### config.mk
export PLATFORM = sky130hd
export DESIGN_NAME = apbMemSlave
export DESIGN_NICKNAME = d
export VERILOG_FILES = /design/src/memAccessPkg.sv /design/src/apbMemSlave.sv
export SDC_FILE = /design/constraint.sdc
export NUM_CORES = 1
export LEC_CHECK = 0
export BUFFER_PORTS_ARGS = -buffer_cell sky130_fd_sc_hd__buf_4
export CORE_MARGIN = 8
export CORE_UTILIZATION = 27
export CTS_BUF_LIST = sky130_fd_sc_hd__clkbuf_8
export DETAILED_ROUTE_END_ITERATION = 7
export PLACE_DENSITY_LB_ADDON = 0.12
export SLEW_MARGIN = 20
export SYNTH_ARGS = -nofsm -noshare
export SYNTH_HDL_FRONTEND = slang
export SYNTH_SLANG_ARGS = --single-unit
### constraint.sdc
create_clock -name Clock -period 4.2 [get_ports Clock]
set_input_delay 0.84 -clock Clock [delete_from_list [all_inputs] [get_ports Clock]]
set_output_delay 0.84 -clock Clock [all_outputs]
set_load 0.03 [all_outputs]
### src/memAccessPkg.sv
package memAccessPkg;

    ////////////////////////////////////////////////////////////////////////////
    // Data and address widths
    ////////////////////////////////////////////////////////////////////////////

    // Full APB data word
    typedef logic [31:0] wordT;

    // One bank's data, bits 31..16 or 15..0 of a word
    typedef logic [15:0] halfT;

    // APB byte address
    typedef logic [31:0] byteAddrT;

    // Byte lane enables of one bank, bit 1 is the high byte
    typedef logic [1:0] laneMaskT;

    // Byte offset inside a word, 0 is bits 31..24
    typedef logic [1:0] offsetT;

    ////////////////////////////////////////////////////////////////////////////
    // Access size
    ////////////////////////////////////////////////////////////////////////////

    typedef logic [1:0] sizeCodeT;

    localparam sizeCodeT sizeWord     = 2'd0;
    localparam sizeCodeT sizeHalf     = 2'd1;
    localparam sizeCodeT sizeByte     = 2'd2;
    localparam sizeCodeT sizeReserved = 2'd3;

    // Registered load select, size in bits 3..2 and offset in bits 1..0
    typedef logic [3:0] loadSelT;

    // APB slave FSM
    typedef enum logic [1:0] {
        stIdle,
        stAccess,
        stReadWait
    } apbStateT;

endpackage
### src/apbMemSlave.sv
module apbMemSlave
    import memAccessPkg::*;
#(
    parameter int addrWidth = 10
) (
    input  logic                 Clock,
    input  logic                 rstN,
    input  logic                 psel,
    input  logic                 penable,
    input  logic                 pwrite,
    input  byteAddrT             paddr,
    input  wordT                 pwdata,
    input  sizeCodeT             accessSize,
    input  wordT                 loadData,
    output wordT                 prdata,
    output logic                 pready,
    output logic                 pslverr,
    output logic [addrWidth-1:0] wordIndex,
    output offsetT               byteOffset,
    output sizeCodeT             storeSize,
    output wordT                 storeData,
    output logic                 writeStrobe,
    output logic                 readEnable,
    output loadSelT              loadSel
);

    apbStateT state;
    apbStateT nextState;
    logic     accessCycle;
    logic     sizeError;
    logic     alignError;
    logic     rangeError;
    logic     accessError;

    // Address split, master holds these stable through the access
    assign wordIndex  = paddr[addrWidth+1:2];
    assign byteOffset = paddr[1:0];
    assign storeSize  = accessSize;
    assign storeData  = pwdata;

    ////////////////////////////////////////////////////////////////////////////
    // Access checks
    ////////////////////////////////////////////////////////////////////////////

    assign sizeError = (accessSize == sizeReserved);

    always_comb begin
        case (accessSize)
            sizeWord: alignError = (paddr[1:0] != 2'b00);
            sizeHalf: alignError = paddr[0];
            default:  alignError = 1'b0;
        endcase
    end

    // Any address bit above the word index is out of range
    assign rangeError  = ((paddr >> (addrWidth + 2)) != '0);
    assign accessError = sizeError | alignError | rangeError;

    ////////////////////////////////////////////////////////////////////////////
    // FSM
    ////////////////////////////////////////////////////////////////////////////

    always_ff @(posedge Clock or negedge rstN) begin
        if (!rstN) begin
            state <= stIdle;
        end else begin
            state <= nextState;
        end
    end

    always_comb begin
        nextState = state;
        case (state)
            stIdle: begin
                if (psel && !penable) begin
                    nextState = stAccess;
                end
            end
            stAccess: begin
                // Writes and errors complete here, reads wait for the banks
                if (accessCycle) begin
                    if (pwrite || accessError) begin
                        nextState = stIdle;
                    end else begin
                        nextState = stReadWait;
                    end
                end
            end
            stReadWait: nextState = stIdle;
            default:    nextState = stIdle;
        endcase
    end

    assign accessCycle = (state == stAccess) && psel && penable;
    assign writeStrobe = accessCycle && pwrite && !accessError;
    assign readEnable  = accessCycle && !pwrite && !accessError;
    assign pslverr     = accessCycle && accessError;
    assign pready      = (accessCycle && (pwrite || accessError)) || (state == stReadWait);

    // Bank data is valid only in the wait state
    assign prdata = (state == stReadWait) ? loadData : '0;

    // Size and offset held for the load formatter
    always_ff @(posedge Clock or negedge rstN) begin
        if (!rstN) begin
            loadSel <= '0;
        end else if (readEnable) begin
            loadSel <= {accessSize, paddr[1:0]};
        end
    end

endmodule

After elaboration in Yosys (flattened, before gate mapping)
Index checks and enable logic that the tools add are counted.

cells by class
  add/subtract/negate cells = 0
  multipliers = 0
  divide/modulo/power cells = 0
  order comparisons = 0
  equal/unequal tests = 6
  shift operators = 0
  multiplexer cells = 6
  bitwise operators = 2
  reductions and logical operators = 19

operators by type and width
  cell                  number
  $mux W32              1
  $reduce_bool A32 Y1   1
  $logic_and A1 B1 Y1   9
  $mux W2               3
  $eq A2 B1 Y1 const B  2
  $eq A2 B2 Y1 const B  2
  $logic_not A2 Y1      2
  $ne A2 B2 Y1 const B  2
  $pmux W2 S2           1
  $logic_not A1 Y1      3
  $logic_or A1 B1 Y1    2
  $or A1 B1 Y1          2
  $pmux W1 S2           1
  $reduce_and A2 Y1     1
  $reduce_bool A2 Y1    1

word-level totals
  bits in registers = 6
  latch bits = 0
  RAM bits = 0
  ROM bits = 0
  input port bits = 103
  output and inout port bits = 86
  word-level logic and storage cells = 35
  memories = 0

Depth between registers and ports, before layout
  word-level depth = 8
  depth in mapped cells = 4
  mapped depth without buffers = 4

Least setup slack after synthesis
Ideal clock, no wire load.

  kind = input-to-output
  start = input paddr[13]
  end = output readEnable
  data arrival time = 1.979 ns
  data required time = 3.360 ns
  setup slack = 1.381 ns
  cell stages on the path = 3
  path buffers = 0
  path through = nor4_1 > nand4_1 > nor4b_4

between the ends
  word-level cells in the longest chain between the ends = 4

RTL lines
  what                 line               source
  from (decl)          apbMemSlave.sv:11  input byteAddrT paddr,
  $reduce_bool A32 Y1  apbMemSlave.sv:56  assign rangeError = ((paddr >> (addrWidth + 2)) != '0);
  $or A1 B1 Y1         apbMemSlave.sv:57  assign accessError = sizeError | alignError | rangeError;
  $logic_not A1 Y1     apbMemSlave.sv:96  assign readEnable = accessCycle && !pwrite && !accessError;
  $logic_and A1 B1 Y1  apbMemSlave.sv:96
  to (decl)            apbMemSlave.sv:23  output logic readEnable,

No other way between the ends.

Worst setup path after layout
Ends and elaborated chain as after synthesis.

==> impl_metrics.csv <==
group,metric,value,unit
synthesis,syn-instance-count,115,
cells_and_area,instances_no_fill,220,
synthesis,synthTopCellsByCount,"buf_4 (46), and2_1 (32), dfrtp_1 (6), nor4_1 (6), mux2_2 (4)",
floorplan,die_area,5470,µm²
global_routing,grt_max_degree,24,
cts,tritoncts,"yes",
power,p_sw_frac,0.221,
global_routing,grt_overflow,0,
synthesis,synth_area,907,µm²
floorplan,design.core.area,3280,µm²
timing,relSlewSlack,0.647,
global_routing,grt_pass1_wl,4.90,mm
synthesis,synth_edf_count,0,
drt,vias,956,
cts,clk_pin_slew,0.04,ns
synthesis,post-synth-top-count-cell,"buf_4",
timing,finalHoldViolCount,0,
drt,drc,0,
synthesis,yosys.area_share.simple,0.361,
synthesis,ys.flop_type,"dfrtp_1",
timing,slew_viol_final,0,
worst_setup_path,worst_ep_arrival_time,2.26,ns
cells_and_area,utilization,0.438,
worst_setup_path,cp.required,3.36,ns
synthesis,ys_ff_latch,6,
power,power_leakage,0.000803,µW
place,port_buffers,104,
synthesis,synth_area_leaders,"buf_4 (38%), and2_1 (22%), dfrtp_1 (17%), mux2_2 (5.0%), nor4_1 (4.1%)",
worst_setup_path,critPathKind,"input pin to output pin",
power,internal-power,162,µW
global_routing,grt_pass1_vias,1040,
cts,clockBufferDepth,2,
global_routing,grt_util_all_layers,0.113,
drt,ant_nets,0,
floorplan,dieHeight,74.0,µm
run,maxCapViolCount,0,
cts,cts_buffers,3,
synthesis,synth_largest_area_cell,"buf_4",
cts,htreeDepth,1,
synthesis,synth_top_area_share,0.381,
place,placedCellCount,217,
synthesis,postSynthAreaPerCell,7.89,µm²
timing,fin_crit,3.10,ns
drt,wirelength,3.55,mm
cts,cts_hold_buf,0,
synthesis,synth_cell_types,20,
cts,cts_root_buf,"clkbuf_8",
synthesis,synth_top_family_by_area,"buffers and inverters",
min_path,min_path_type,"input pin to async pin",
worst_setup_path,critPathCaptureType,"output pin",
cells_and_area,drive_gt1_frac,0.649,
floorplan,ios,189,
power,p_sw,46.0,µW
timing,setup_viol,0,
floorplan,die_w,74.0,µm
cts,cts.sinks,6,
timing,rsz0062_at_grt,"no",
cells_and_area,antennaDiodeCount,0,
status,status,"finished, final reports clean",
cts,post_cts_resized,0,
synthesis,yosys_warnings,0,
synthesis,yosysSeqAreaShare,0.166,
synthesis,muxShareOfSynthArea,0.0497,
drt,drtPass1Iterations,2,
timing,fmaxAchievable,323,MHz
timing,finalClockSkew,0.000253,ns
synthesis,synth-compound-area-share,0.0221,
power,seq_power_share,0.287,
cts,cts_setup_buffers,0,
drt,vias_per_cell,4.35,
synthesis,syn-num-nets,218,
drt,wl_per_cell,16.1,µm
power,peakVddDrop,0.131,mV
power,powerDensity,145,nW/µm²
global_routing,antenna_found_initial,0,
synthesis,synthXorXnorAreaFrac,0,
cells_and_area,area_growth,58.5,%
drt,drt_iter0_drc,19,
floorplan,start_util,0.276,
cells_and_area,fin_nets,279,
synthesis,synth_fa_ha_area_frac,0,
power,p_clk_frac,0.418,
timing,post-route-period-util,0.737,
timing,fin_tns_setup,0,ns
timing,worst_slew_pin_slew,0.528,ns
synthesis,async_flop_share,1.00,
worst_setup_path,start_kind,"input pin",
cts,clk_latency,0.22,ns
place,gp_congestion,0.728,
worst_setup_path,rr_worst_depth,4,
power,comb_power_share,0.295,
floorplan,core.rowCount,21,
worst_setup_path,cp_max_fo,5,
==> layer usage <==
layer	share of wire	track usage	up-vias
li1	-	-	446
met1	0.32	0.107	409
met2	0.47	0.187	97
met3	0.20	0.0822	4
met4	0.0065	0.0399	0
met5	0	0	-
==> per-stage QoR <==
stage               hold WS (ns)  setup slack (ns)  total power (µW)  instance area, µm²
detailed placement         0.430              1.08               122                1400
finish                     0.414              1.10               208                1440
global placement           0.430              1.15               121                1400
CTS                        0.411              1.07               211                1440
global route               0.414             0.956               218                1440
floorplan                  0.410              1.38               150                 907
==> final cells by class <==
| class | instances | area [µm²] |
|---|---|---|
| fill | 344 | 1850 |
| timing repair buffer | 105 | 788 |
| multi-input combinational | 58 | 393 |
| sequential | 6 | 150 |
| tap | 46 | 57.6 |
| clock buffer | 3 | 41.3 |
| inverter | 2 | 7.51 |
==> worst paths after layout <==
check,start,slack (ns),endpoint
max,paddr[13],1.10,readEnable
min,rstN,0.41,loadSel[2]
max reg2reg,state[1],2.55,loadSel[2]
min reg2reg,state[1],0.43,state[0]
max in group asynchronous,rstN,3.68,loadSel[3]
min in group Clock,state[1],0.43,state[0]
==> cell families after synthesis <==
logic type / Yosys count
multiplexers: 4
AND/OR/NAND/NOR: 51
buffers and inverters: 51
flip-flops: 6
AO/OA/AOI/OAI: 3
==> sequential cells by signal, indices dropped and copies added (netlist names) <==
name     flops
loadSel      4
state        2
==> power groups by stage <==
stage,registers (µW),clock network [µW],logic (µW)
global route,59.8,92.2,66.5
global placement,60.3,0,61.0
detailed placement,60.3,0,62.1
floorplan,60.2,0,89.9
CTS,59.6,89.2,62.3
finish,59.7,86.8,61.4
==> critical path: stages <==
cell and delay [ns]:
buf_4 0.11, nor4_1 0.30, nand4_1 0.28, nor4b_4 0.49, buf_4 0.24
==> placed cells by master (no fill, tap or decap) <==
master      n
dfrtp_1     6
nand4_1     1
mux2_2      4
o21bai_1    1
nand2_1     2
and3_1      1
a211oi_1    1
nor4b_1     1
nor2_1      3
nor4b_4     1
and2_1     32
clkbuf_8    3
nand2b_1    1
nor3_1      1
nand4b_1    1
buf_4     105
nor2b_1     1
a21oi_1     1
inv_1       2
nor4_1      6
No activity file was read; power rests on OpenSTA's default activity.
