--- src/memAccessPkg.sv ---
package memAccessPkg;

    ////////////////////////////////////////////////////////////////////////////
    // Data and address widths
    ////////////////////////////////////////////////////////////////////////////

    // Full APB data word
    typedef logic [31:0] wordT;

    // One bank's data, bits 31..16 or 15..0 of a word
    typedef logic [15:0] halfT;

    // APB byte address
    typedef logic [31:0] byteAddrT;

    // Byte lane enables of one bank, bit 1 is the high byte
    typedef logic [1:0] laneMaskT;

    // Byte offset inside a word, 0 is bits 31..24
    typedef logic [1:0] offsetT;

    ////////////////////////////////////////////////////////////////////////////
    // Access size
    ////////////////////////////////////////////////////////////////////////////

    typedef logic [1:0] sizeCodeT;

    localparam sizeCodeT sizeWord     = 2'd0;
    localparam sizeCodeT sizeHalf     = 2'd1;
    localparam sizeCodeT sizeByte     = 2'd2;
    localparam sizeCodeT sizeReserved = 2'd3;

    // Registered load select, size in bits 3..2 and offset in bits 1..0
    typedef logic [3:0] loadSelT;

    // APB slave FSM
    typedef enum logic [1:0] {
        stIdle,
        stAccess,
        stReadWait
    } apbStateT;

endpackage
--- src/storeFormatter.sv ---
module storeFormatter
    import memAccessPkg::*;
(
    input  sizeCodeT storeSize,
    input  offsetT   byteOffset,
    input  wordT     storeData,
    output laneMaskT upperLanes,
    output laneMaskT lowerLanes,
    output halfT     upperWrData,
    output halfT     lowerWrData
);

    always_comb begin
        upperLanes  = 2'b00;
        lowerLanes  = 2'b00;
        upperWrData = storeData[31:16];
        lowerWrData = storeData[15:0];
        case (storeSize)
            sizeWord: begin
                upperLanes = 2'b11;
                lowerLanes = 2'b11;
            end
            sizeHalf: begin
                // Low 16 data bits go to whichever bank the offset selects
                upperWrData = storeData[15:0];
                lowerWrData = storeData[15:0];
                if (byteOffset[1]) begin
                    lowerLanes = 2'b11;
                end else begin
                    upperLanes = 2'b11;
                end
            end
            sizeByte: begin
                upperWrData = {storeData[7:0], storeData[7:0]};
                lowerWrData = {storeData[7:0], storeData[7:0]};
                case (byteOffset)
                    2'd0:    upperLanes = 2'b10;
                    2'd1:    upperLanes = 2'b01;
                    2'd2:    lowerLanes = 2'b10;
                    default: lowerLanes = 2'b01;
                endcase
            end
            default: begin
                // Reserved size writes nothing
                upperLanes = 2'b00;
                lowerLanes = 2'b00;
            end
        endcase
    end

endmodule

--- config.mk ---
export PLATFORM = sky130hd
export DESIGN_NAME = storeFormatter
export DESIGN_NICKNAME = d
export VERILOG_FILES = /design/src/memAccessPkg.sv /design/src/storeFormatter.sv
export SDC_FILE = /design/constraint.sdc
export NUM_CORES = 1
export LEC_CHECK = 0
export ABC_CLOCK_PERIOD_IN_PS = 800
export BUFFER_PORTS_ARGS = -buffer_cell sky130_fd_sc_hd__buf_2
export CORE_MARGIN = 2
export CORE_UTILIZATION = 32
export DETAILED_ROUTE_END_ITERATION = 10
export PLACE_DENSITY = 0.81
export SETUP_SLACK_MARGIN = 0.5
export SLEW_MARGIN = 20
export SYNTH_ARGS = -nofsm -noshare
export SYNTH_HDL_FRONTEND = slang
export SYNTH_SLANG_ARGS = --single-unit
--- constraint.sdc ---
create_clock -name vclk -period 0.8
set_input_delay 0.04 -clock vclk [all_inputs]
set_output_delay 0.04 -clock vclk [all_outputs]
set_load 0.03 [all_outputs]
==> results of run 1 <==
-- cell usage after synthesis (all sizes together) --
cell type	instances
a211oi	1
a21oi	10
a221oi	1
a22oi	8
buf	14
ha	5
inv	11
mux2	8
nand2	8
nand2b	3
nor2	11
o21ai	1
o22ai	8
o31ai	1
-- stage by stage --
step,util (%),std cells,hold WS (ns)
2_1_floorplan,-,90,0.154
3_3_place_gp,74.1,184,0.364
3_5_place_dp,74.1,184,0.368
-- cell families after synthesis --
family / after synthesis / synth area share [%]
buffers and inverters: 25 / 25.1
and+or+nand+nor: 22 / 15.3
adders and majority gates: 5 / 10.4
muxes: 8 / 15.5
AOI/OAI and AO/OA: 30 / 33.7
==> impl_metrics.ini, run 1 <==
[run_status]
status = aborted with a tool error
stop_stage = 4_1_cts
tool.error = [ERROR DPL-0038] Utilization greater than 100%, impossible to legalize

[placed_design]
dpl_cell_area_um2 = 1290
gp_congestion = 0.723
place_worst_setup_slack_ns = -0.468
hpwl_mm = 2.06
port_buffers = 72

[die]
die_y_um = 47.5
die_w_um = 47.5
boundaryPins = 72
rows = 15
initial_core_util_pct = 34.6

[yosys]
yosys_warnings = 0
synth_cells = 90
synth.top_cell.area_share_pct = 13.7
syn_avg_cell_area_um2 = 6.71
ys_seq_area_share_pct = 0
yosysTopAreaCell = buf_4
synth_fp_nets = 131
syn_area_um2 = 604
yosys.cell_types.count = 19
synthTopCellsByArea = buf_4 14%, mux2_2 13%, ha_1 10%

[cts]
postCtsSetupRepairBufs = 15
cts_resized = 124
hold_buffers = 0
==> inputs of run 2 (changes only) <==
==> config.mk (replaced) <==
export PLATFORM = sky130hd
export DESIGN_NAME = storeFormatter
export DESIGN_NICKNAME = d
export VERILOG_FILES = /design/src/memAccessPkg.sv /design/src/storeFormatter.sv
export SDC_FILE = /design/constraint.sdc
export NUM_CORES = 1
export LEC_CHECK = 0
export ABC_CLOCK_PERIOD_IN_PS = 1040
export BUFFER_PORTS_ARGS = -buffer_cell sky130_fd_sc_hd__buf_2
export CORE_AREA = 2 2 63 65
export DETAILED_ROUTE_END_ITERATION = 10
export DIE_AREA = 0 0 65 67
export PLACE_DENSITY_LB_ADDON = 0.15
export SLEW_MARGIN = 20
export SYNTH_ARGS = -nofsm -noshare
export SYNTH_HDL_FRONTEND = slang
export SYNTH_SLANG_ARGS = --single-unit
==> constraint.sdc (replaced) <==
create_clock -name vclk -period 1.04
set_input_delay 0.052 -clock vclk [all_inputs]
set_output_delay 0.052 -clock vclk [all_outputs]
set_load 0.03 [all_outputs]
==> impl_metrics.ini, run 2 <==
[finish]
drive_above_1_share_pct = 86.1
fillerInstances = 352
diodes = 0
fin_nets = 209
seq_cells = 0
fin_area_um2 = 1710
instances_no_fill = 214
area_growth_pct = 182
final_common_cell = buf_2
final_cell_mix = 42 x buf_2, 39 x buf_6, 9 x inv_1, 8 x o22ai_4, 8 x mux2_4
clkbuf_count = 0
register_area_um2 = 0

[timing]
min_period_over_period_pct = 105
finalSetupViolations = 24
layout_min_cycle_time_ns = 1.09
timing_hold_violations_final = 0
max_slew.worst_pin.slew_ns = 0.218
max_slew_margin_pct = 85.5
holdWs_ns = 0.403
rsz0062_at_grt = yes
fmax_mhz = 916
setup_tns_ns = -0.692
worst_slack_ns = -0.0520
slew_viol_final = 0

[worst_setup_path]
cp.arrival_ns = 1.04
critical_path_class = primary input to primary output
cp-end-kind = primary output
required_ns = 0.99
critPathMaxFanout = 8
start_kind = primary input

[yosys]
synth_cells = 90
synthTopCellsByCount = 11 x buf_4, 11 x inv_1, 10 x nor2_1
syn_avg_cell_area_um2 = 6.71
synth_fp_nets = 131
syn_area_um2 = 604
yosys.cell_types.count = 19
ys_seq_area_share_pct = 0
yosysTopAreaCell = buf_4
synthTopCellsByArea = buf_4 14%, mux2_2 13%, ha_1 10%
synth.top_cell.area_share_pct = 13.7
yosys_warnings = 0

[pwr]
p_switching_mw = 0.678
p_int_mw = 0.607
leakage_nw = 0.770
p_clk_share_pct = 0
seqPwrFrac_pct = 0
comb_power_share_pct = 100.0
ir_drop_mv = 0.237
p_sw_share_pct = 52.7
power_density_nw_per_um2 = 753

[global_route]
grt_pass1_vias = 957
met1_usage_pct = 14.6
grt_max_degree = 9
use_met2_pct = 27.1
overflow = 0
busiest_layer = met2
grt_antenna_before_repair = 0
grt_pass1_wl_mm = 4.51
met3_usage_pct = 1.52
grt_use_total_pct = 13.0

[hold_path]
min_to = lowerWrData[4]
min-delay-start = storeData[4]
hold_depth = 2
hold_path_class = primary input to primary output

[run_status]
status = finished, violations left
violations = negative setup slack

[die]
rows = 22
die_w_um = 65
initial_core_util_pct = 16.8
die_y_um = 67
die-area_um2 = 4360
boundaryPins = 72
core-area_um2 = 3610

[routing]
wl_mm = 3.02
viasPerCell = 4.44
drt-initial-drc-count = 16
drc = 0
dr.pass1.iters = 2
vias = 950
wl_per_cell_um = 14.1
ant_nets = 0

[placed_design]
hpwl_mm = 1.98
dp.cells = 207
port_buffers = 72
gp_congestion = 0.635
place_worst_setup_slack_ns = -0.192
dpl_cell_area_um2 = 1050

[job]
cap_violations = 0

[cts]
hold_buffers = 0
==> run 2: cell counts after synthesis <==
No cell type changed its count.
==> run 2: how the worst max path moves through the flow <==
stage            startpoint              to  slack (ns)
2_1_floorplan  storeSize[0]  upperWrData[0]       -0.14
3_3_place_gp   storeSize[1]   upperLanes[1]       -0.16
3_5_place_dp   storeSize[1]   upperLanes[1]       -0.19
4_1_cts        storeSize[1]  upperWrData[2]       -0.05
5_1_grt        storeSize[0]  upperWrData[9]        -0.1
6_report       storeSize[0]  upperWrData[1]       -0.05
==> run 2: cell families (layout without fill, tap and decap cells) <==
group / after synthesis / in the layout / share of synthesized area, %
AOI/OAI and AO/OA: 30 / 30 / 33.7
buffers and inverters: 25 / 101 / 25.1
and+or+nand+nor: 22 / 22 / 15.3
adders and majority gates: 5 / 5 / 10.4
muxes: 8 / 8 / 15.5
==> run 2: repair_timing <==
item / CTS / global route
cloned: 3 / 0
gates resized for setup: 126 / 18
setup endpoints to repair: 28 / 28
pin swaps: 11 / 4
setup buffers: 6 / 0
==> run 2: area by class of cell <==
| type | count | area [µm²] | area share (%) |
|---|---|---|---|
| Timing Repair Buffer | 90 | 795 | 46.6 |
| Inverter | 11 | 56.3 | 3.30 |
| Tap cell | 48 | 60.1 | 3.52 |
| Multi-Input combinational cell | 65 | 795 | 46.6 |
==> run 2: routing by layer <==
metal | routed length (µm) | vias up
met5 | 0 | -
met4 | 0 | 0
met3 | 213 | 0
met2 | 1680 | 44
met1 | 1130 | 444
li1 | - | 462
==> run 2: worst max-delay path, cell delays in order <==
cell and delay [ns]:
buf_12 0.11, inv_8 0.05, ha_4 0.22, buf_6 0.14, buf_16 0.15, o22ai_4 0.16, buf_6 0.15
==> run 2: power by group through the flow <==
stage | combinational (mW) | clock [mW] | sequential [mW]
6_report | 1.28 | 0 | 0
5_1_grt | 1.35 | 0 | 0
4_1_cts | 1.26 | 0 | 0
3_5_place_dp | 0.794 | 0 | 0
3_3_place_gp | 0.786 | 0 | 0
2_1_floorplan | 0.545 | 0 | 0
==> run 2: metrics by stage <==
| step | total power, mW | utilization (%) |
|---|---|---|
| final | 1.28 | 47.3 |
| after detailed placement | 0.794 | 29.1 |
| after global placement | 0.786 | 29.1 |
| after floorplan | 0.545 | - |
| after CTS | 1.26 | 46.5 |
| after global routing | 1.35 | 47.3 |
(Power assumes the default switching activity.)
==> inputs of run 3 (changes only) <==
--- a/config.mk
+++ b/config.mk
@@ -11,6 +11,7 @@
 export DETAILED_ROUTE_END_ITERATION = 10
 export DIE_AREA = 0 0 65 67
 export PLACE_DENSITY_LB_ADDON = 0.15
+export REMOVE_ABC_BUFFERS = 1
 export SLEW_MARGIN = 20
 export SYNTH_ARGS = -nofsm -noshare
 export SYNTH_HDL_FRONTEND = slang
==> impl_metrics.ini, run 3 (synthesis results as in run 2) <==
[global_route]
grt_use_total_pct = 11.3
grt_max_degree = 11
grt_pass1_wl_mm = 3.95
overflow = 0
grt_pass1_vias = 869
grt_antenna_before_repair = 0

[timing]
layout_min_cycle_time_ns = 1.06
setup_tns_ns = -0.0429
finalSetupViolations = 4
fmax_mhz = 944
max_slew_margin_pct = 86.6
worst_slack_ns = -0.0197
max_slew.worst_pin.slew_ns = 0.201
slew_viol_final = 0
rsz0062_at_grt = yes
min_period_over_period_pct = 102
timing_hold_violations_final = 0

[finish]
multi_input_area_um2 = 627
drive_above_1_share_pct = 74.8
final_cell_mix = 46 x buf_2, 19 x buf_6, 18 x buf_4, 9 x inv_1, 8 x mux2_4
register_area_um2 = 0
clkbuf_count = 0
diodes = 0
fin_nets = 206
final_common_cell = buf_2
fillerInstances = 368
instances_no_fill = 211
area_growth_pct = 133
seq_cells = 0

[worst_setup_path]
start_kind = primary input
cpMostUsedCell = buf_12
critPathMaxStageDelay_ns = 0.32
critPathMaxFanout = 10
critical_path_class = primary input to primary output
crit_slowest_cell = ha_4
crit_family = buffers and inverters
required_ns = 0.99
cp.arrival_ns = 1.01
crit_buf_inv = 4
cp-end-kind = primary output
crit_chain = buf_12 > inv_6 > ha_4 > buf_12 > nand2_1 > o22ai_4 > buf_6

[job]
cap_violations = 0

[pwr]
power_density_nw_per_um2 = 751
leakage_nw = 0.692
power.total_mw = 1.06
ir_drop_mv = 0.255

[run_status]
violations = negative setup slack
status = finished, violations left

[placed_design]
dp.cells = 209
port_buffers = 72
gp_congestion = 0.603
place_worst_setup_slack_ns = -0.178
hpwl_mm = 1.92

[routing]
vias = 926
dr.pass1.iters = 2
viasPerCell = 4.39
wl_per_cell_um = 12.8
ant_nets = 0
wl_mm = 2.71
drc = 0
drt-initial-drc-count = 43

[die]
rows = 22
core-area_um2 = 3610
die_y_um = 67
boundaryPins = 72
initial_core_util_pct = 16.8
die-area_um2 = 4360
die_w_um = 65

[cts]
postCtsSetupRepairBufs = 0

[hold_path]
hold_path_class = primary input to primary output
run 3: repair_timing:
| action | CTS | global route |
|---|---|---|
| gates resized for setup | 66 | 32 |
| pin swaps | 2 | 2 |
| endpoints found under the setup margin | 28 | 25 |
| cloned | 2 | 0 |
| hold buffers | 0 | 0 |
run 3: final cells by class:
| type | instances | share of cell area, % |
|---|---|---|
| well taps | 48 | 4.27 |
| repair buffers | 87 | 47.4 |
| multi-input cells | 65 | 44.5 |
| inverters | 11 | 3.82 |
run 3: final timing paths:
| path | from | end | depth (start not counted) |
|---|---|---|---|
| max | storeSize[1] | upperWrData[3] | 7 |
| min | storeData[0] | lowerWrData[0] | 2 |
run 3: routing by layer:
metal  vias up  track usage, %  part of all wire (%)
met5         -               0                     0
met4         0           0.532                     0
li1        453               -                     -
met3         0            1.18                   7.3
met1       427            12.9                    39
met2        46            23.1                    53
run 3: power breakdown:
group / total, mW / switching (mW) / leakage, nW / internal (mW)
Clock: 0 / 0 / 0 / 0
Combinational: 1.06 / 0.578 / 0.692 / 0.480
Sequential: 0 / 0 / 0 / 0
Total: 1.06 / 0.578 / 0.692 / 0.480
run 3: metrics by stage:
stage / hold slack [ns] / util (%) / area (µm²)
finish: 0.396 / 39.0 / 1410
global route: 0.403 / 39.0 / 1410
CTS: 0.392 / 36.2 / 1310
detailed placement: 0.392 / 28.4 / 1020
global placement: 0.390 / 28.4 / 1020
floorplan: 0.104 / - / 494
==> inputs of run 4 (changes only) <==
--- a/config.mk
+++ b/config.mk
@@ -7,6 +7,8 @@
 export LEC_CHECK = 0
 export ABC_CLOCK_PERIOD_IN_PS = 1040
 export BUFFER_PORTS_ARGS = -buffer_cell sky130_fd_sc_hd__buf_2
+export CELL_PAD_IN_SITES_DETAIL_PLACEMENT = 0
+export CELL_PAD_IN_SITES_GLOBAL_PLACEMENT = 1
 export CORE_AREA = 2 2 63 65
 export DETAILED_ROUTE_END_ITERATION = 10
 export DIE_AREA = 0 0 65 67
==> impl_metrics.ini, run 4 (synthesis results as in run 2) <==
[die]
die_y_um = 67
die_w_um = 65
initial_core_util_pct = 16.8
rows = 22
core-area_um2 = 3610
boundaryPins = 72
die-area_um2 = 4360

[worst_setup_path]
cp.arrival_ns = 1.05
start_kind = primary input
required_ns = 0.99
crit_buf_inv = 5
crit_chain = buf_12 > inv_8 > buf_6 > ha_4 > buf_6 > nand2b_4 > a211oi_2 > buf_4
cp-end-kind = primary output
critPathMaxStageDelay_ns = 0.24
critPathMaxFanout = 4
cpMostUsedCell = buf_6
crit_family = buffers and inverters
startpoint = storeSize[0]
crit_slowest_cell = a211oi_2
critical_path_class = primary input to primary output

[placed_design]
place_worst_setup_slack_ns = -0.226
port_buffers = 72
hpwl_mm = 1.86
gp_congestion = 0.724

[cts]
postCtsSetupRepairBufs = 0
hold_buffers = 0

[global_route]
grt_use_total_pct = 11.6
grt_antenna_before_repair = 0
grt_pass1_wl_mm = 4.02
overflow = 0
grt_max_degree = 9
grt_pass1_vias = 865

[finish]
final_common_cell = buf_2
fillerInstances = 368
seq_cells = 0
clkbuf_count = 0
drive_above_1_share_pct = 89.0
area_growth_pct = 171
multi_input_area_um2 = 779
register_area_um2 = 0
diodes = 0
final_cell_mix = 42 x buf_2, 29 x buf_6, 11 x buf_4, 9 x a21oi_2, 9 x inv_1
fin_nets = 207

[timing]
finalSetupViolations = 22
layout_min_cycle_time_ns = 1.10
holdWs_ns = 0.407
rsz0062_at_grt = yes
timing_hold_violations_final = 0
setup_tns_ns = -0.367
max_slew_margin_pct = 84.0
min_period_over_period_pct = 106
slew_viol_final = 0
max_slew.worst_pin.slew_ns = 0.239
fmax_mhz = 906
worst_slack_ns = -0.0633

[routing]
ant_nets = 0
dr.pass1.iters = 2
wl_per_cell_um = 13.4
drc = 0
drt-initial-drc-count = 14
wl_mm = 2.84
vias = 936
viasPerCell = 4.42

[hold_path]
hold_path_class = primary input to primary output
min-delay-start = storeData[5]

[pwr]
ir_drop_mv = 0.292
leakage_nw = 0.767
power.total_mw = 1.22
power_density_nw_per_um2 = 747

[run_status]
violations = negative setup slack
status = finished, violations left

[job]
cap_violations = 0
run 4: cell count changes in the layout (fill, tap and decap cells not counted), moves of 5 or more:
cell | before | now
nand2_1 | 5 | 0
buf_4 | 18 | 11
a21oi_1 | 7 | 1
buf_6 | 19 | 29
nand2_4 | 0 | 7
nor2_1 | 7 | 2
nor2_4 | 0 | 5
a21oi_2 | 3 | 9
run 4: timing repair:
action | 4_1_cts | 5_1_grt
cloned | 2 | 0
endpoints found under the setup margin | 28 | 27
gates resized for setup | 95 | 58
pin swaps | 9 | 8
run 4: metrics by stage:
stage | area [µm²] | utilization (%) | instances
6_report | 1640 | 45.4 | 212
5_1_grt | 1640 | 45.4 | 212
4_1_cts | 1400 | 38.7 | 212
3_5_place_dp | 1020 | 28.3 | 210
3_3_place_gp | 1020 | 28.3 | 210
2_1_floorplan | 494 | - | 76
run 4: cell type report:
type | instances | area share, %
inverter | 11 | 3.29
multi-input combinational | 65 | 47.7
tap | 48 | 3.67
timing repair buffer | 88 | 45.4
run 4: metal layers:
layer / GRT usage (%) / wire length (µm) / vias up
li1: - / - / 457
met1: 13.7 / 1100 / 436
met2: 23.5 / 1550 / 43
met3: 1.18 / 190 / 0
met4: 0 / 0 / 0
met5: 0 / 0 / -
run 4: path summary, 6_finish.rpt:
| path | end | cells past startpoint | slack, ns |
|---|---|---|---|
| worst max-delay path | lowerLanes[1] | 8 | -0.06 |
| worst min-delay path | lowerWrData[5] | 2 | 0.41 |
run 4: power breakdown:
group          leakage, nW  internal, mW  total [mW]  switching (mW)
Sequential               0             0           0               0
Combinational        0.767         0.565        1.22           0.655
Clock                    0             0           0               0
Total                0.767         0.565        1.22           0.655
