$ cat config.mk
export PLATFORM = sky130hd
export DESIGN_NAME = loadFormatter
export DESIGN_NICKNAME = d
export VERILOG_FILES = /design/src/memAccessPkg.sv /design/src/loadFormatter.sv
export SDC_FILE = /design/constraint.sdc
export NUM_CORES = 1
export LEC_CHECK = 0
export BUFFER_PORTS_ARGS = -buffer_cell sky130_fd_sc_hd__buf_2
export CAP_MARGIN = 20
export CORE_MARGIN = 2
export CORE_UTILIZATION = 34
export DETAILED_ROUTE_END_ITERATION = 7
export GPL_ROUTABILITY_DRIVEN = 0
export GPL_TIMING_DRIVEN = 0
export PLACE_DENSITY = 0.9
export SLEW_MARGIN = 20
export SYNTH_ARGS = -nofsm -noshare
export SYNTH_HDL_FRONTEND = slang
export SYNTH_SLANG_ARGS = --single-unit
$ cat constraint.sdc
create_clock -name vclk -period 1.25
set_input_delay 0.125 -clock vclk [all_inputs]
set_output_delay 0.125 -clock vclk [all_outputs]
set_load 0.05 [all_outputs]
$ cat src/memAccessPkg.sv
package memAccessPkg;

    ////////////////////////////////////////////////////////////////////////////
    // Data and address widths
    ////////////////////////////////////////////////////////////////////////////

    // Full APB data word
    typedef logic [31:0] wordT;

    // One bank's data, bits 31..16 or 15..0 of a word
    typedef logic [15:0] halfT;

    // APB byte address
    typedef logic [31:0] byteAddrT;

    // Byte lane enables of one bank, bit 1 is the high byte
    typedef logic [1:0] laneMaskT;

    // Byte offset inside a word, 0 is bits 31..24
    typedef logic [1:0] offsetT;

    ////////////////////////////////////////////////////////////////////////////
    // Access size
    ////////////////////////////////////////////////////////////////////////////

    typedef logic [1:0] sizeCodeT;

    localparam sizeCodeT sizeWord     = 2'd0;
    localparam sizeCodeT sizeHalf     = 2'd1;
    localparam sizeCodeT sizeByte     = 2'd2;
    localparam sizeCodeT sizeReserved = 2'd3;

    // Registered load select, size in bits 3..2 and offset in bits 1..0
    typedef logic [3:0] loadSelT;

    // APB slave FSM
    typedef enum logic [1:0] {
        stIdle,
        stAccess,
        stReadWait
    } apbStateT;

endpackage
$ cat src/loadFormatter.sv
module loadFormatter
    import memAccessPkg::*;
(
    input  loadSelT loadSel,
    input  halfT    upperRdData,
    input  halfT    lowerRdData,
    output wordT    loadData
);

    sizeCodeT loadSize;
    offsetT   loadOffset;
    logic [7:0] selByte;

    assign loadSize   = loadSel[3:2];
    assign loadOffset = loadSel[1:0];

    // Big-endian byte pick, offset 0 is the upper bank high byte
    always_comb begin
        case (loadOffset)
            2'd0:    selByte = upperRdData[15:8];
            2'd1:    selByte = upperRdData[7:0];
            2'd2:    selByte = lowerRdData[15:8];
            default: selByte = lowerRdData[7:0];
        endcase
    end

    ////////////////////////////////////////////////////////////////////////////
    // Result with zero extension
    ////////////////////////////////////////////////////////////////////////////

    always_comb begin
        case (loadSize)
            sizeWord: begin
                loadData = {upperRdData, lowerRdData};
            end
            sizeHalf: begin
                if (loadOffset[1]) begin
                    loadData = {16'h0000, lowerRdData};
                end else begin
                    loadData = {16'h0000, upperRdData};
                end
            end
            sizeByte: begin
                loadData = {24'h000000, selByte};
            end
            default: begin
                loadData = '0;
            end
        endcase
    end

endmodule

Word level (Yosys, flattened, before mapping)
Cells that the tools add are included.
{"block": "word_totals", "regBits": 0, "wordCells": 9, "input_bits": 36, "output_inout_bits": 32}
{"block": "classes", "n_mux": 3, "eq_ne": 4, "reduce_logical": 2}
{"cell": "case mux 32 bit (3 select lines)", "n": 1}
{"cell": "case mux 8 bit (3 select lines)", "n": 1}
{"cell": "two-way mux 16 bit", "n": 1}
{"cell": "equality test 2 x 1 -> 1 bit (second input constant)", "n": 2}
{"cell": "equality test 2 bit (second input constant)", "n": 2}
{"cell": "zero test 2 bit", "n": 2}

Logic depth before layout (Yosys ltp)
Gate-level depths: netlist of the first run.
{"block": "logic_depth", "word_depth": 3, "mapped_depth": 4, "depth_no_buf": 3}

Least setup slack after synthesis of the first run
No wires, ideal clock.
{"block": "synth_path", "kind": "input-to-output", "start": "in loadSel[2]", "end": "out loadData[10]", "required_time_ns": 1.125, "t_arrival_ns": 1.335, "cell_stages": 4, "slack_ns": -0.210, "cell_sequence": "or2b_1 clkbuf_1 nand2_1 a21oi_1"}
{"block": "synth_between", "elab_chain_len": 2}
{"item": "from (decl)", "line": "loadFormatter.sv:4", "source": "input loadSelT loadSel,"}
{"item": "equality test 2 bit, or another cell as far along", "line": "loadFormatter.sv:32", "source": "case (loadSize)"}
{"item": "case mux 32 bit (3 select lines) *", "line": "loadFormatter.sv:32"}
{"item": "to (decl)", "line": "loadFormatter.sv:7", "source": "output wordT loadData"}
Every way passes the cells marked *; elsewhere a longest branch is shown, timed or not.

Final worst setup path of the first run
{"block": "layout_path", "start": "in loadSel[2]", "end": "out loadData[3]"}
The elaborated chain is that of the path after synthesis.

==> flow_summary_export.csv, run 1 <==
group,metric,value,unit
run_status,status,"finished, violations left",
run_status,violations,"setup timing",
timing,slew_headroom,83.8,%
synth,yosys.cell_count.top_type,"nand2_1",
timing,rsz0062_at_grt,"true",
grt,gr-total-overflow,0,
synth,synth_fp_nets,115,
die,die_y,43.5,um
timing,min_period,1.27,ns
final_layout,finalNetCount,189,
job,cap_viol_max_count,0,
timing,final.setup.worst_slack,-0.0167,ns
timing,finalHoldViolCount,0,
detailed_routing,antenna_left,0,
detailed_routing,avgViaCountPerCell,5.29,
grt,grt.total_usage,23.5,%
critical_path,required,1.12,ns
synth,synth_area_leaders,"and2_2 20%, a221o_1 15%, mux2i_1 15%",
final_layout,fin_util,83.4,%
clock_tree,postCtsHoldBufs,0,
detailed_routing,drt-total-wl,2450,um
critical_path,cp-end-kind,"output port",
grt,grt_pass1_vias,797,
synth,synthDistinctLibCells,18,
final_layout,n_fill_cell,97,
power_and_ir_drop,power.static_leakage,0.636,nW
final_layout,multi_input_area,566,um^2
detailed_routing,drt_pass1_iterations,4,
timing,setup_viol,8,
critical_path,crit_arrival,1.14,ns
synth,ys_top_cells_by_count,"16 x nand2_1, 14 x and2_2, 9 x nor2_1",
synth,synthCells,79,
final_layout,antenna_cells,0,
synth,synth_top_cell_by_area,"and2_2",
grt,antenna_found_initial,0,
critical_path,crit_type,"in -> out",
detailed_routing,remaining_drc_errors,0,
synth,yosys_warnings,0,
critical_path,path_max_fanout,8,
final_layout,regArea,0,um^2
critical_path,cp-start-kind,"primary input",
synth,syn_area,529,um^2
worst_hold_path,whs_endpoint,"loadData[2]",
timing,fmax,789,MHz
synth,yosysSeqAreaShare,0,%
timing,drv_slew,0,
worst_hold_path,min_path_cells,3,
synth,yosysTopAreaCellShare,19.9,%
timing,hold_ws,0.618,ns
detailed_routing,wire_per_inst,14.7,um
placed_design,port_buffers,68,
grt,grt_max_degree,11,
timing,fin_crit_sh,101,%
placed_design,post-dp-hpwl,1630,um
die,dieWidth,43.5,um
die,core-area,1490,um^2
die,row_count,14,
worst_hold_path,min-delay-path-class,"in -> out",
die,io_pins,68,
power_and_ir_drop,p_per_area,555,nW/um^2
worst_hold_path,hp-start,"lowerRdData[2]",
power_and_ir_drop,peakVddDrop,0.330,mV
die,start_util,35.5,%
grt,grt_pass1_wl,3490,um
final_layout,nClkBuffers,0,
final_layout,design.seq.count,0,
detailed_routing,vias,884,
die,dieArea,1890,um^2
timing,tightestPinTransition,0.243,ns
synth,synth.avg_cell_area,6.70,um^2
detailed_routing,drt-initial-drc-count,12,
final_layout,area_delta_synth_final,135,%
final_layout,final_layout_size_suffix_gt1_share,78.1,%
[power by group]
| part | internal (mW) | switching [mW] | total, mW | leakage, nW |
|---|---|---|---|---|
| logic | 0.292 | 0.397 | 0.689 | 0.636 |
| clock network | 0 | 0 | 0 | 0 |
| registers | 0 | 0 | 0 | 0 |
| total | 0.292 | 0.397 | 0.689 | 0.636 |
[metrics by stage]
| step | power [mW] | setup TNS [ns] | instance area, um^2 | setup slack, ns | instances |
|---|---|---|---|---|---|
| final | 0.689 | -0.0564 | 1240 | -0.0167 | 167 |
| after global routing | 0.721 | -0.380 | 1240 | -0.0467 | 167 |
| after CTS | 0.623 | -0.105 | 1100 | -0.0228 | 163 |
| after detailed placement | 0.533 | -7.00 | 931 | -0.449 | 163 |
| after global placement | 0.523 | -5.97 | 931 | -0.399 | 163 |
| after floorplan | 0.388 | 0 | 571 | 0.0771 | 79 |
[worst max path at each step]
stage                     cells after the start           end       start
after global placement                        6  loadData[17]  loadSel[3]
after CTS                                     6   loadData[7]  loadSel[1]
final                                         6   loadData[3]  loadSel[2]
after floorplan                               4  loadData[10]  loadSel[2]
after global routing                          6   loadData[3]  loadSel[2]
after detailed placement                      6  loadData[29]  loadSel[3]
[area by class of cell]
type / instances / share of cell area (%)
buffer: 4 / 4.94
multi-input combinational: 73 / 45.6
tap: 16 / 1.61
timing repair buffer: 74 / 47.9
[timing repair]
item,in CTS,in global routing
pin swaps,5,11
endpoints found under the setup margin,32,26
gates resized for setup,45,36
cloned,1,1
setup buffers,1,3
[layout by cell type, fill, tap and decap left out, drive strengths merged]
cell,netlist,layout
nor2,9,9
and2,16,16
a221o,8,8
o21ai,1,1
nand2,16,16
nand3b,2,2
buf,2,74
clkbuf,4,4
or3b,1,1
nor2b,1,1
a21oi,9,9
or2b,2,2
mux2i,8,8
[logic make-up (layout without fill, tap and decap cells)]
logic type             count (synthesis)  in the layout  synth area share, %
buffers and inverters                  6             78                 8.51
and+or+nand+nor                       47             47                 48.9
muxes                                  8              8                 15.1
AOI/OAI and AO/OA                     18             18                 27.4
[per-layer routing]
layer / vias to the layer above / GRT usage (%) / share of wire [%]
li1: 426 / - / -
met3: 0 / 2.92 / 7.8
met1: 402 / 27.0 / 39
met2: 56 / 46.3 / 53
met4: 0 / 3.64 / 0
met5: - / 0 / 0
[worst max-delay path, stage by stage]
cell and delay (ns):
buf_4 0.13, nor2b_4 0.15, buf_6 0.11, o21ai_4 0.08, a221o_2 0.38, buf_8 0.16
Power figures use the tool's default switching activity.
==> run 2: changes to the inputs <==
--- a/config.mk
+++ b/config.mk
@@ -11,7 +11,6 @@
 export CORE_UTILIZATION = 34
 export DETAILED_ROUTE_END_ITERATION = 7
 export GPL_ROUTABILITY_DRIVEN = 0
-export GPL_TIMING_DRIVEN = 0
 export PLACE_DENSITY = 0.9
 export SLEW_MARGIN = 20
 export SYNTH_ARGS = -nofsm -noshare
==> flow_summary_export.csv, run 2 (synthesized netlist as in run 1, its figures left out) <==
group,metric,value,unit
power_and_ir_drop,peakVddDrop,0.301,mV
job,cap_viol_max_count,0,
critical_path,required,1.12,ns
worst_hold_path,hp-start,"lowerRdData[1]",
critical_path,crit_type,"in -> out",
die,dieArea,1890,um^2
grt,grt.total_usage,20.7,%
final_layout,layout_commonest_cell,"buf_2",
detailed_routing,drt-initial-drc-count,5,
grt,gr-total-overflow,0,
final_layout,design.seq.count,0,
die,die_y,43.5,um
die,start_util,35.5,%
critical_path,cp-start-kind,"primary input",
final_layout,n_fill_cell,130,
detailed_routing,drt_pass1_iterations,2,
timing,tightestPinTransition,0.258,ns
timing,drv_slew,0,
final_layout,stdcell_area,1040,um^2
grt,grt_pass1_vias,712,
power_and_ir_drop,p_per_area,570,nW/um^2
detailed_routing,antenna_left,0,
die,dieWidth,43.5,um
final_layout,antenna_cells,0,
power_and_ir_drop,switchingPower,0.370,mW
detailed_routing,vias,824,
power_and_ir_drop,pwr-share-seq,0,%
final_layout,finalNetCount,186,
power_and_ir_drop,switching_share,62.3,%
critical_path,crit_arrival,1.09,ns
detailed_routing,avgViaCountPerCell,5.02,
power_and_ir_drop,power.static_leakage,0.582,nW
timing,min_period,1.21,ns
detailed_routing,drt-total-wl,1950,um
critical_path,cp-end-kind,"output port",
grt,grt_max_degree,13,
final_layout,nClkBuffers,0,
clock_tree,postCtsHoldBufs,0,
timing,fmax,826,MHz
die,io_pins,68,
placed_design,placed_cell_area,938,um^2
timing,fin_crit_sh,96.8,%
critical_path,cp-startpoint,"loadSel[3]",
worst_hold_path,min-delay-path-class,"in -> out",
grt,grt_pass1_wl,3190,um
power_and_ir_drop,power.internal,0.224,mW
timing,slew_headroom,82.9,%
timing,finalHoldViolCount,0,
die,row_count,14,
final_layout,final_cell_mix,"57 x buf_2, 16 x nand2_1, 15 x and2_2",
detailed_routing,wire_per_inst,11.9,um
run_status,status,"complete, no violations",
grt,antenna_found_initial,0,
final_layout,regArea,0,um^2
final_layout,final_layout_size_suffix_gt1_share,75.0,%
detailed_routing,remaining_drc_errors,0,
clock_tree,postCtsSetupRepairBufs,0,
placed_design,post-dp-hpwl,1620,um
timing,rsz0062_at_grt,"true",
timing,setup_viol,0,
final_layout,area_delta_synth_final,96.7,%
power_and_ir_drop,p_total,0.593,mW
power_and_ir_drop,pwr-share-clk,0,%
critical_path,path_max_fanout,8,
placed_design,port_buffers,68,
die,core-area,1490,um^2
power_and_ir_drop,p_comb_share,100.0,%
run 2: critical path, cell delays in order:
cell      delay, ns
buf_8          0.10
buf_6          0.11
nand3b_1       0.11
a21oi_4        0.10
a221o_2        0.38
buf_8          0.16
run 2: layout make-up:
| cell class | count | area (um^2) | area share (%) |
|---|---|---|---|
| well taps | 16 | 20.0 | 1.92 |
| multi-input cells | 73 | 544 | 52.3 |
| repair buffers | 75 | 477 | 45.8 |
run 2: timing repair:
| action | in CTS | in global routing |
|---|---|---|
| setup endpoints to repair | 16 | 24 |
| endpoints found under the hold margin | 0 | 0 |
| pin swaps | 1 | 6 |
| gates resized for setup | 22 | 8 |
run 2: power groups by stage:
stage	Sequential (mW)	Combinational (mW)	Clock, mW
floorplan	0	0.388	0
global placement	0	0.527	0
detailed placement	0	0.535	0
CTS	0	0.585	0
global route	0	0.626	0
finish	0	0.593	0
run 2: through the flow:
stage	setup slack, ns	util, %	TNS (ns)	cells	hold slack (ns)
CTS	0.0105	68.1	0	164	0.611
finish	0.0400	69.9	0	164	0.611
floorplan	0.0771	-	0	79	0.459
global route	-0.00274	69.9	-0.00311	164	0.616
global placement	-0.127	63.0	-1.72	164	0.659
detailed placement	-0.148	63.0	-2.07	164	0.666
run 2: worst paths after layout:
path,end,depth (start not counted)
worst min-delay path,loadData[1],3
worst max-delay path,loadData[3],6
run 2: per-layer routing:
layer | track usage [%] | vias up | part of all wire, % | wire length [um]
met3 | 2.08 | 0 | 8.9 | 173
li1 | - | 415 | - | -
met5 | 0 | - | 0 | 0
met4 | 0 | 0 | 0 | 0
met2 | 37.9 | 44 | 51 | 988
met1 | 27.8 | 365 | 40 | 782
==> run 3: changes to the inputs <==
--- a/config.mk
+++ b/config.mk
@@ -5,13 +5,14 @@
 export SDC_FILE = /design/constraint.sdc
 export NUM_CORES = 1
 export LEC_CHECK = 0
+export ABC_AREA = 1
 export BUFFER_PORTS_ARGS = -buffer_cell sky130_fd_sc_hd__buf_2
 export CAP_MARGIN = 20
 export CORE_MARGIN = 2
-export CORE_UTILIZATION = 34
+export CORE_UTILIZATION = 36
 export DETAILED_ROUTE_END_ITERATION = 7
 export GPL_ROUTABILITY_DRIVEN = 0
-export PLACE_DENSITY = 0.9
+export PLACE_DENSITY = 0.89
 export SLEW_MARGIN = 20
 export SYNTH_ARGS = -nofsm -noshare
 export SYNTH_HDL_FRONTEND = slang
==> flow_summary_export.csv, run 3 <==
group,metric,value,unit
die,row_count,14,
detailed_routing,wire_per_inst,8.93,um
critical_path,crit_arrival,1.02,ns
final_layout,final_layout_size_suffix_gt1_share,36.8,%
final_layout,design.seq.count,0,
timing,fin_crit_sh,91.6,%
worst_hold_path,min_path_cells,4,
die,io_pins,68,
synth,syn_area,614,um^2
die,core-area,1560,um^2
synth,synth_top_cell_by_area,"nand2_1",
timing,fin_tns_setup,0,ns
timing,tightestPinTransition,0.272,ns
critical_path,required,1.12,ns
placed_design,post-dp-hpwl,1730,um
job,cap_viol_max_count,0,
timing,rsz0062_at_grt,"false",
detailed_routing,avgViaCountPerCell,4.65,
power_and_ir_drop,p_total,0.541,mW
power_and_ir_drop,peakVddDrop,0.307,mV
critical_path,cp-end-kind,"output port",
critical_path,critPathMaxStageDelay,0.26,ns
power_and_ir_drop,p_per_area,550,nW/um^2
grt,grt_pass1_wl,3240,um
run_status,status,"complete, no violations",
placed_design,placed_cell_area,982,um^2
worst_hold_path,hp-start,"upperRdData[13]",
final_layout,layout_commonest_cell,"nand2_1",
grt,antenna_found_initial,0,
grt,gr-total-overflow,0,
synth,synth.avg_cell_area,4.27,um^2
final_layout,stdcell_area,985,um^2
final_layout,final_cell_mix,"82 x nand2_1, 68 x buf_2, 20 x inv_1",
critical_path,cp-start-kind,"primary input",
synth,yosysTopAreaCellShare,50.7,%
detailed_routing,remaining_drc_errors,0,
die,die_y,45.3,um
critical_path,path_max_fanout,8,
final_layout,finalNetCount,250,
final_layout,regArea,0,um^2
power_and_ir_drop,power.static_leakage,0.740,nW
final_layout,area_delta_synth_final,60.3,%
synth,yosysSeqAreaShare,0,%
final_layout,antenna_cells,0,
synth,ys_top_cells_by_count,"83 x nand2_1, 20 x inv_1, 16 x nor2_1",
final_layout,n_fill_cell,178,
die,dieArea,2050,um^2
timing,slew_headroom,81.9,%
critical_path,worstPathBufferInverterCount,3,
critical_path,path_cells,"buf_2 -> inv_1 -> nand2_1 -> nor2_8 -> nand2_1 -> nand3_1 -> buf_2",
detailed_routing,vias,1061,
synth,synthCells,144,
critical_path,slowest_stage,"buf_2",
timing,fmax,873,MHz
synth,yosys.cell_count.top_type,"nand2_1",
die,start_util,39.4,%
timing,finalHoldViolCount,0,
synth,synth_area_leaders,"nand2_1 51%, inv_1 12%, nor2_1 9.8%",
timing,min_period,1.15,ns
synth,synthDistinctLibCells,12,
detailed_routing,antenna_left,0,
final_layout,nClkBuffers,0,
grt,grt_pass1_vias,820,
synth,synth_fp_nets,180,
synth,yosys_warnings,0,
final_layout,multi_input_area,495,um^2
timing,drv_slew,0,
die,dieWidth,45.3,um
timing,setup_viol,0,
detailed_routing,drt-total-wl,2040,um
worst_hold_path,min-delay-path-class,"in -> out",
grt,grt.total_usage,19.8,%
critical_path,crit_type,"in -> out",
grt,grt_max_degree,17,
worst_hold_path,whs_endpoint,"loadData[29]",
critical_path,critPathTopFamily,"buffers and inverters",
detailed_routing,drt-initial-drc-count,12,
placed_design,port_buffers,68,
detailed_routing,drt_pass1_iterations,4,
[run 3: routing by layer]
metal  global-route usage (%)  vias up  part of all wire [%]
met2                     39.1       40                    51
met5                        0        -                     0
met1                     24.8      458                    42
met4                        0        0                     0
met3                    0.800        0                   6.8
li1                         -      563                     -
[run 3: area by class of cell]
type                       count  area share (%)
tap                           16            2.03
timing repair buffer          73            39.6
inverter                      21            8.01
multi-input combinational    118            50.3
[run 3: timing repair]
item / CTS / global route
endpoints found under the setup margin: 0 / 3
hold buffers: 0 / 0
gates resized for setup: 0 / 1
buffers inserted: 0 / 0
[run 3: logic make-up (layout without fill, tap and decap cells)]
kind of cell | Yosys count | count (layout) | share of synthesized area, %
AO/OA/AOI/OAI | 8 | 8 | 6.52
buffers and inverters | 26 | 94 | 19.8
AND/OR/NAND/NOR | 110 | 110 | 73.7
[run 3: tightest hold or removal path: stages]
cell and delay [ns]:
buf_2 0.10, inv_1 0.04, nor2_1 0.03, buf_2 0.20
[run 3: how the worst max path moves through the flow]
| stage | slack, ns | endpoint | depth (start not counted) | startpoint |
|---|---|---|---|---|
| 2_1_floorplan | -0.03 | loadData[17] | 4 | loadSel[3] |
| 3_3_place_gp | 0.10 | loadData[2] | 7 | loadSel[1] |
| 3_5_place_dp | 0.09 | loadData[2] | 7 | loadSel[2] |
| 4_1_cts | 0.09 | loadData[2] | 7 | loadSel[3] |
| 5_1_grt | 0.02 | loadData[6] | 7 | loadSel[1] |
| 6_report | 0.10 | loadData[2] | 7 | loadSel[2] |
[run 3: power breakdown]
part / total [mW] / leakage (nW) / internal, mW / switching, mW
logic: 0.541 / 0.740 / 0.149 / 0.393
clock network: 0 / 0 / 0 / 0
registers: 0 / 0 / 0 / 0
total: 0.541 / 0.740 / 0.149 / 0.393
[run 3: metrics by stage]
| step | instances | setup WS (ns) | util [%] | hold WS [ns] |
|---|---|---|---|---|
| after detailed placement | 228 | 0.0934 | 63.0 | 0.626 |
| after global routing | 228 | 0.0208 | 63.2 | 0.643 |
| after global placement | 228 | 0.101 | 63.0 | 0.623 |
| after CTS | 228 | 0.0918 | 63.0 | 0.628 |
| final | 228 | 0.105 | 63.2 | 0.624 |
| after floorplan | 144 | -0.0259 | - | 0.465 |
